$ cat src/usiBusDefs.svh
//------------------------------
// USI bus widths, slave count and CSR address map
//------------------------------
`ifndef USI_BUS_DEFS_SVH
`define USI_BUS_DEFS_SVH

//------------------------------
// Bus geometry
//------------------------------
`define USI_DATA_BITS 32
`define USI_ADRS_BITS 16
// Also the width of the ready vector
`define USI_SLAVE_NUM 2

//------------------------------
// CSR map, processor side
//------------------------------
`define CSR_ADRS_WD   8'h00
`define CSR_ADRS_ADRS 8'h04
`define CSR_ADRS_WCKE 8'h08
// Status, read only
`define CSR_ADRS_RD   8'h0C
`define CSR_ADRS_VD   8'h10

// Slave back-pressure after an accepted write
`define USI_BUSY_CYCLES 3

`endif
$ cat src/csrPkg.sv
//------------------------------
// Processor-side CSR address and register types
//------------------------------
`default_nettype none

package csrPkg;

	//------------------------------
	// Processor port address
	//------------------------------
	typedef logic [7:0] csrAdrs_t;

	//------------------------------
	// CSR registers
	//------------------------------
	// Manual registers, written by the processor
	//   CSR_WD    bus write data
	//   CSR_ADRS  bus address
	//   CSR_WCKE  bus write command, bit 0
	// Auto registers, refreshed every cycle
	//   CSR_RD    bus read data
	//   CSR_VD    slave ready vector
	typedef enum logic [2:0] {
		CSR_WD   = 3'd0,
		CSR_ADRS = 3'd1,
		CSR_WCKE = 3'd2,
		CSR_RD   = 3'd3,
		CSR_VD   = 3'd4
	} csrRegSel_t;

endpackage

`default_nettype wire

$ cat src/usiBusPkg.sv
//------------------------------
// USI bus word, address and ready types
//------------------------------
`default_nettype none

`include "usiBusDefs.svh"

package usiBusPkg;

	// Bus payloads
	typedef logic [`USI_DATA_BITS-1:0] usiWord_t;
	typedef logic [15:0]               usiHalf_t;

	// Bus address
	// Bits 15..8 pick the slave, bits 3..2 pick the register
	typedef logic [`USI_ADRS_BITS-1:0] usiAdrs_t;

	// Slave index field
	typedef logic [7:0] usiSlaveSel_t;

	// One ready bit per slave
	typedef logic [`USI_SLAVE_NUM-1:0] usiVd_t;

	// Slave index out of a bus address
	function automatic usiSlaveSel_t usiSlaveSelOf(input usiAdrs_t adrs);
		return adrs[15:8];
	endfunction

endpackage

`default_nettype wire

$ cat src/usiSubsystemTop.sv
//------------------------------
// USI subsystem top, CSR master plus two slaves
//------------------------------
`default_nettype none

`include "usiBusDefs.svh"

module usiSubsystemTop
	import usiBusPkg::*;
(
	input  wire logic       iSysClk,
	input  wire logic       rst,
	// Processor register port
	input  wire logic [7:0] adrs,
	input  wire usiWord_t   wd,
	input  wire logic       cke,
	output      usiWord_t   rd
);

	// Master to fabric
	usiWord_t busWd;
	usiAdrs_t busAdrs;
	logic     busWValid;
	logic     busWReady;
	usiWord_t busRd;
	usiVd_t   busVd;
	// Fabric to slaves
	logic [`USI_SLAVE_NUM-1:0] slvWValid;
	usiVd_t                    slvReady;
	usiWord_t                  slvRd0;
	usiWord_t                  slvRd1;

	microControllerCsr csr (
		.iSysClk(iSysClk), .rst(rst),
		.adrs(adrs), .wd(wd), .cke(cke), .rd(rd),
		.busWd(busWd), .busAdrs(busAdrs), .busWValid(busWValid),
		.busWReady(busWReady), .busRd(busRd), .busVd(busVd)
	);

	usiBusFabric fabric (
		.busAdrs(busAdrs), .busWValid(busWValid),
		.busWReady(busWReady), .busRd(busRd), .busVd(busVd),
		.slvWValid(slvWValid), .slvReady(slvReady),
		.slvRd0(slvRd0), .slvRd1(slvRd1)
	);

	// Slave 0, full words
	usiSlaveRegFile #(.tPayload(usiWord_t)) slave0 (
		.iSysClk(iSysClk), .rst(rst),
		.regSel(busAdrs[3:2]), .wd(busWd), .wValid(slvWValid[0]),
		.ready(slvReady[0]), .readData(slvRd0)
	);

	// Slave 1, half words
	usiSlaveRegFile #(.tPayload(usiHalf_t)) slave1 (
		.iSysClk(iSysClk), .rst(rst),
		.regSel(busAdrs[3:2]), .wd(busWd), .wValid(slvWValid[1]),
		.ready(slvReady[1]), .readData(slvRd1)
	);

endmodule

`default_nettype wire

$ cat src/usiSlaveRegFile.sv
//------------------------------
// USI slave, four registers of a chosen payload
// Busy for a few cycles after each write
//------------------------------
`default_nettype none

`include "usiBusDefs.svh"

module usiSlaveRegFile
	import usiBusPkg::*;
#(
	parameter type tPayload    = usiWord_t,
	parameter int  pBusyCycles = `USI_BUSY_CYCLES
)(
	input  wire logic       iSysClk,
	input  wire logic       rst,
	// Bus side
	input  wire logic [1:0] regSel,
	input  wire usiWord_t   wd,
	input  wire logic       wValid,
	output      logic       ready,
	output      usiWord_t   readData
);

	localparam int cPayloadBits = $bits(tPayload);
	// At least one bit even with no busy window
	localparam int cCntBits     = (pBusyCycles < 1) ? 1 : $clog2(pBusyCycles + 1);

	tPayload               regFile [4];
	logic [cCntBits-1:0]   busyCnt;
	logic                  wAccept;

	assign wAccept = wValid && ready;

	//------------------------------
	// Register storage
	//------------------------------
	always_ff @(posedge iSysClk)
	begin
		if (rst)
		begin
			for (int i = 0; i < 4; i++)
				regFile[i] <= '0;
		end
		else if (wAccept)
		begin
			// Upper bits of wd dropped for narrow payloads
			regFile[regSel] <= wd[cPayloadBits-1:0];
		end
	end

	//------------------------------
	// Busy window
	//------------------------------
	// Loaded on accept, counts down to ready
	always_ff @(posedge iSysClk)
	begin
		if (rst)
			busyCnt <= '0;
		else if (wAccept)
			busyCnt <= cCntBits'(pBusyCycles);
		else if (busyCnt != '0)
			busyCnt <= busyCnt - 1'b1;
	end

	assign ready = (busyCnt == '0);

	// Read path, zero-extended to a bus word
	assign readData = usiWord_t'(regFile[regSel]);

endmodule

`default_nettype wire

$ cat src/usiBusFabric.sv
//------------------------------
// USI bus fabric, slave decode and return path
//------------------------------
`default_nettype none

`include "usiBusDefs.svh"

module usiBusFabric
	import usiBusPkg::*;
(
	// From master
	input  wire usiAdrs_t                  busAdrs,
	input  wire logic                      busWValid,
	// To master
	output      logic                      busWReady,
	output      usiWord_t                  busRd,
	output      usiVd_t                    busVd,
	// Slave side
	output      logic [`USI_SLAVE_NUM-1:0] slvWValid,
	input  wire usiVd_t                    slvReady,
	input  wire usiWord_t                  slvRd0,
	input  wire usiWord_t                  slvRd1
);

	usiSlaveSel_t slvSel;

	assign slvSel = usiSlaveSelOf(busAdrs);

	//------------------------------
	// Write valid and ready
	//------------------------------
	// Unmapped index acts as a sink that is always ready
	always_comb
	begin
		busWReady = 1'b1;
		slvWValid = '0;
		for (int i = 0; i < `USI_SLAVE_NUM; i++)
		begin
			if (slvSel == usiSlaveSel_t'(i))
			begin
				slvWValid[i] = busWValid;
				busWReady    = slvReady[i];
			end
		end
	end

	//------------------------------
	// Read data return
	//------------------------------
	// Unmapped index reads zero
	always_comb
	begin
		case (slvSel)
			8'd0:    busRd = slvRd0;
			8'd1:    busRd = slvRd1;
			default: busRd = '0;
		endcase
	end

	// Every ready bit goes back as status
	assign busVd = slvReady;

endmodule

`default_nettype wire

$ cat src/microControllerCsr.sv
//------------------------------
// Master CSR block, processor port to USI bus command
// Write command clears itself on handshake
//------------------------------
`default_nettype none

`include "usiBusDefs.svh"

module microControllerCsr
	import usiBusPkg::*;
	import csrPkg::*;
(
	input  wire logic     iSysClk,
	input  wire logic     rst,
	// Processor register port
	input  wire csrAdrs_t adrs,
	input  wire usiWord_t wd,
	input  wire logic     cke,
	output      usiWord_t rd,
	// Bus command
	output      usiWord_t busWd,
	output      usiAdrs_t busAdrs,
	output      logic     busWValid,
	input  wire logic     busWReady,
	// Bus status
	input  wire usiWord_t busRd,
	input  wire usiVd_t   busVd
);

	//------------------------------
	// Register map
	//------------------------------
	// Manual
	usiWord_t regWd;
	usiAdrs_t regAdrs;
	logic     regWCke;
	// Auto
	usiWord_t regRd;
	usiVd_t   regVd;

	// Address decode
	csrRegSel_t regSel;
	logic       selHit;

	always_comb
	begin
		selHit = 1'b1;
		regSel = CSR_WD;
		case (adrs)
			`CSR_ADRS_WD:   regSel = CSR_WD;
			`CSR_ADRS_ADRS: regSel = CSR_ADRS;
			`CSR_ADRS_WCKE: regSel = CSR_WCKE;
			`CSR_ADRS_RD:   regSel = CSR_RD;
			`CSR_ADRS_VD:   regSel = CSR_VD;
			default:        selHit = 1'b0;
		endcase
	end

	// Only the manual registers take processor writes
	always_ff @(posedge iSysClk)
	begin
		if (rst)
		begin
			regWd   <= '0;
			regAdrs <= '0;
			regWCke <= 1'b0;
			regRd   <= '0;
			regVd   <= '0;
		end
		else
		begin
			if (cke && selHit && regSel == CSR_WD)
				regWd <= wd;
			if (cke && selHit && regSel == CSR_ADRS)
				regAdrs <= wd[`USI_ADRS_BITS-1:0];
			// Processor write wins over the handshake clear
			if (cke && selHit && regSel == CSR_WCKE)
				regWCke <= wd[0];
			else if (regWCke && busWReady)
				regWCke <= 1'b0;
			// Status sampled every cycle
			regRd <= busRd;
			regVd <= busVd;
		end
	end

	assign busWd     = regWd;
	assign busAdrs   = regAdrs;
	assign busWValid = regWCke;

	//------------------------------
	// Processor read, one cycle latency
	//------------------------------
	always_ff @(posedge iSysClk)
	begin
		if (rst)
			rd <= '0;
		else if (selHit)
		begin
			case (regSel)
				CSR_WD:   rd <= regWd;
				CSR_ADRS: rd <= usiWord_t'(regAdrs);
				CSR_WCKE: rd <= usiWord_t'(regWCke);
				CSR_RD:   rd <= regRd;
				CSR_VD:   rd <= usiWord_t'(regVd);
				default:  rd <= rd;
			endcase
		end
		// Unknown address keeps the last value
	end

endmodule

`default_nettype wire

$ cat config.mk
export PLATFORM = sky130hd
export DESIGN_NAME = usiSubsystemTop
export DESIGN_NICKNAME = d
export VERILOG_FILES = /design/src/csrPkg.sv /design/src/usiBusPkg.sv /design/src/usiSubsystemTop.sv /design/src/usiSlaveRegFile.sv /design/src/usiBusFabric.sv /design/src/microControllerCsr.sv
export VERILOG_INCLUDE_DIRS = /design/src /design/src/src
export SDC_FILE = /design/constraint.sdc
export NUM_CORES = 1
export LEC_CHECK = 0
export BUFFER_PORTS_ARGS = -buffer_cell sky130_fd_sc_hd__buf_2
export CAP_MARGIN = 10
export CORE_AREA = 5 5 175 143
export CTS_BUF_LIST = sky130_fd_sc_hd__clkbuf_4 sky130_fd_sc_hd__clkbuf_8
export DETAILED_ROUTE_END_ITERATION = 6
export DIE_AREA = 0 0 180 148
export PLACE_DENSITY = 0.83
export SYNTH_ARGS = -nofsm -noshare
export SYNTH_HDL_FRONTEND = slang
export SYNTH_SLANG_ARGS = --single-unit
$ cat constraint.sdc
create_clock -name iSysClk -period 5.1 [get_ports iSysClk]
set_clock_uncertainty 0.15 [all_clocks]
set_input_delay 1.02 -clock iSysClk [delete_from_list [all_inputs] [get_ports iSysClk]]
set_output_delay 1.02 -clock iSysClk [all_outputs]
set_load 0.02 [all_outputs]
==> metrics.csv <==
stage;metric;value;unit
status;status;finished, final reports clean;
clock_network;clk buf depth;3;
global_route;pin count of the biggest net entering global routing;56;
synth;post-synthesis net count;1125;
finish;# fillers;1569;
setup_path;WP data arrival;3150;ps
timing;crit share post-route;61.1;%
route;First-pass DRT Iterations;6;
timing;minimum clock period;3110;ps
synth;Synth Area in Compound Gates;7.30;%
synth;Post-Syn Area per Cell;12.4;um2
synth;largest family of logic cells by synthesized area;simple AND/OR/NAND/NOR gates;
synth;multiplexer share of the synthesized area;9.56;%
synth;post-synthesis xor/xnor area fraction;0;%
global_route;Global Route Usage Sum;24.2;%
synth;area of the mapped netlist;13400;um2
synth;Unique masters post-synth;49;
synth;Post-synth ARST share;0;%
setup_path;Crit Path Max Fanout;33;
die;Core ar.;23100;um2
timing;RSZ-0062 raised after global routing;no;
clock_network;clock latency on the worst-skew pair;570;ps
synth;Yosys top cell area share;43.0;%
clock_network;Clk pin slew, worst setup/hold paths;60;ps
die;Die X-Extent;180;um
route;Detailed Route WL;31.7;mm
place;GPL Wtd Cong;0.931;
clock_network;clock sinks;313;
synth;largest area contributor in the netlist;edfxtp_1;
finish;fin nets;1190;
timing;Fmax;0.321;GHz
timing;final hold vios;0;
place;DPL Wire Length;19.5;mm
timing;TNS Setup;0;ps
die;initial core utilization;58.1;%
route;Final ANT Viol Nets;0;
die;die span in y;148;um
place;Port Buffers;74;
clock_network;Post-CTS Setup Inserts;0;
die;die area;26600;um2
setup_path;critical path class;flip-flop to flip-flop;
clock_network;CTS tree;done;
timing;final hold slack;319;ps
finish;Multi-input gate area;4750;um2
setup_path;element type at the critical path start;flip-flop;
route;Starting DRT DRC Count;1025;
finish;layout cells sized above 1;24.7;%
global_route;first-pass GRT wire length;50.3;mm
clock_network;Root Buffer;clkbuf_8;
global_route;vias in the first global route;8828;
die;io pins;75;
global_route;GR Overflow Total;0;
timing;Final Max Slew Viols;0;
timing;Final Worst Setup Slack;1990;ps
place;Place WS;1650;ps
synth;#FFs+latches synth;313;
timing;Slew HR;23.5;%
power_and_ir_drop;P_leak;5.74;nW
setup_path;CP Capture Type;flip-flop;
synth;Post-synth EDFFs;192;
finish;ANT cells;0;
finish;Layout area overhead;12.3;%
synth;Post-Synth Adder-Cell Area;0.187;%
clock_network;# H-tree levels;2;
clock_network;post_cts resized;0;
route;Vias/cell;5.90;
die;row cnt;50;
flow_run;max_cap viols;0;
power_and_ir_drop;power density over the cells;354;nW/um2
global_route;initial antenna violation count;0;
clock_network;Post-CTS Hold Fix Bufs;0;
synth;top cells by area, synth;edfxtp_1 (43%), dfxtp_1 (18%), mux4_2 (8.1%);
min_path;worst min path class;flip-flop to flip-flop;
route;WL/cell;21.3;um
power_and_ir_drop;worst ir drop on vdd;186;uV
synth;Most used DFF post-synth;edfxtp_1;
setup_path;WP data required;5130;ps
finish;Reg area;8190;um2
route;via count;8806;
clock_network;cts bufs inserted;49;
synth;Post-Synthesis Cells;1080;
timing;actual slew at the worst max-slew pin;1140;ps
setup_path;FF-to-FF setup slack;1990;ps
route;Post-route DRC;0;
synth;register area share after synthesis;61.1;%
finish;post-layout util;65.2;%
timing;final setup fails;0;
synth;yosys warns;0;
synth;Synth Area in Simple Gates;18.1;%
## logic make-up (layout without fill, tap and decap cells)
logic type | Yosys count | after routing
buffers and inverters | 118 | 219
AO/OA/AOI/OAI | 157 | 157
adder cells (fa/ha/maj) | 2 | 2
multiplexers | 68 | 68
flip-flops | 313 | 313
AND/OR/NAND/NOR | 422 | 422
## report_power, final
group          leakage (nW)  total (mW)  internal, mW  switching, mW
Clock                 0.573        2.26          1.30          0.951
Combinational          2.20       0.281        0.0965          0.184
Sequential             2.97        2.79          2.76         0.0296
## metal layers
layer	track usage [%]	wire, um
met1	33.8	13300
met2	38.2	14800
met3	5.78	2950
met4	7.58	684
met5	0	0
## Yosys cell counts (2+ instances only)
master / count
nand2b_1: 4
and2_2: 34
and2_1: 159
and3_1: 15
ha_1: 2
o31ai_1: 4
clkbuf_2: 8
dfxtp_1: 121
buf_2: 22
o21ai_0: 34
nor3_1: 17
and3_2: 4
nor2_1: 70
nand3_1: 5
buf_4: 3
nor2b_1: 3
nor3_4: 3
nor4_4: 4
nor3_2: 3
buf_1: 2
o22ai_1: 17
edfxtp_1: 192
nand2_1: 85
clkbuf_1: 41
a22o_1: 14
a211oi_1: 17
mux4_2: 48
mux2i_1: 20
a21oi_1: 53
a311oi_1: 14
inv_1: 40
or2_2: 5
## worst max-delay path, cell delays in order (launching register included)
cell and delay [ps]:
dfxtp_1 380, nor3_4 570, nand2_1 360, nor4_4 210, buf_4 340, or2_2 700
## final timing paths
check                               start                                  to  depth (start not counted)
min reg2reg        csr.rd[0]$_SDFFE_PP0P_              csr.rd[0]$_SDFFE_PP0P_                          2
max reg2reg  csr.busAdrs[10]$_SDFFE_PP0P_  slave0.regFile[0][2]$_SDFFCE_PN0P_                          5
max          csr.busAdrs[10]$_SDFFE_PP0P_  slave0.regFile[0][2]$_SDFFCE_PN0P_                          5
min                csr.rd[0]$_SDFFE_PP0P_              csr.rd[0]$_SDFFE_PP0P_                          2
## sequential cells by signal, indices dropped and copies added (netlist names), named ones only
| register | count |
|---|---|
| csr.busWd | 32 |
| csr.regRd | 32 |
| csr.busWValid | 1 |
| csr.regVd | 2 |
| slave0.busyCnt | 2 |
| csr.rd | 32 |
| slave1.busyCnt | 2 |
| csr.busAdrs | 16 |
| slave0.regFile | 128 |
| slave1.regFile | 64 |
## through the flow
step	cell area [um2]	instances	total power, mW
after floorplan	13400	1080	3.02
after global placement	14000	1406	3.11
after detailed placement	14000	1406	3.12
after CTS	15000	1493	5.34
after global routing	15000	1493	5.51
final	15000	1493	5.33
## cells in the final DEF (no fill, tap or decap), types with 19 or more instances in the layout
master and count:
clkbuf_4 19, buf_2 74, dfxtp_1 119, o21ai_0 32, mux2i_1 20, a21oi_1 53, clkbuf_8 60, nand2_1 85
edfxtp_1 192, and2_1 159, nor2_1 70, and2_2 34, inv_1 40, mux4_2 48
## layout make-up
| class | instances | area share [%] |
|---|---|---|
| clock buffers | 79 | 6.44 |
| clock inverters | 8 | 0.665 |
| inverters | 41 | 1.02 |
| multi-input cells | 649 | 31.5 |
| flip-flops and latches | 313 | 54.4 |
| well taps | 312 | 2.59 |
| repair buffers | 91 | 3.31 |
(Power assumes the default switching activity.)
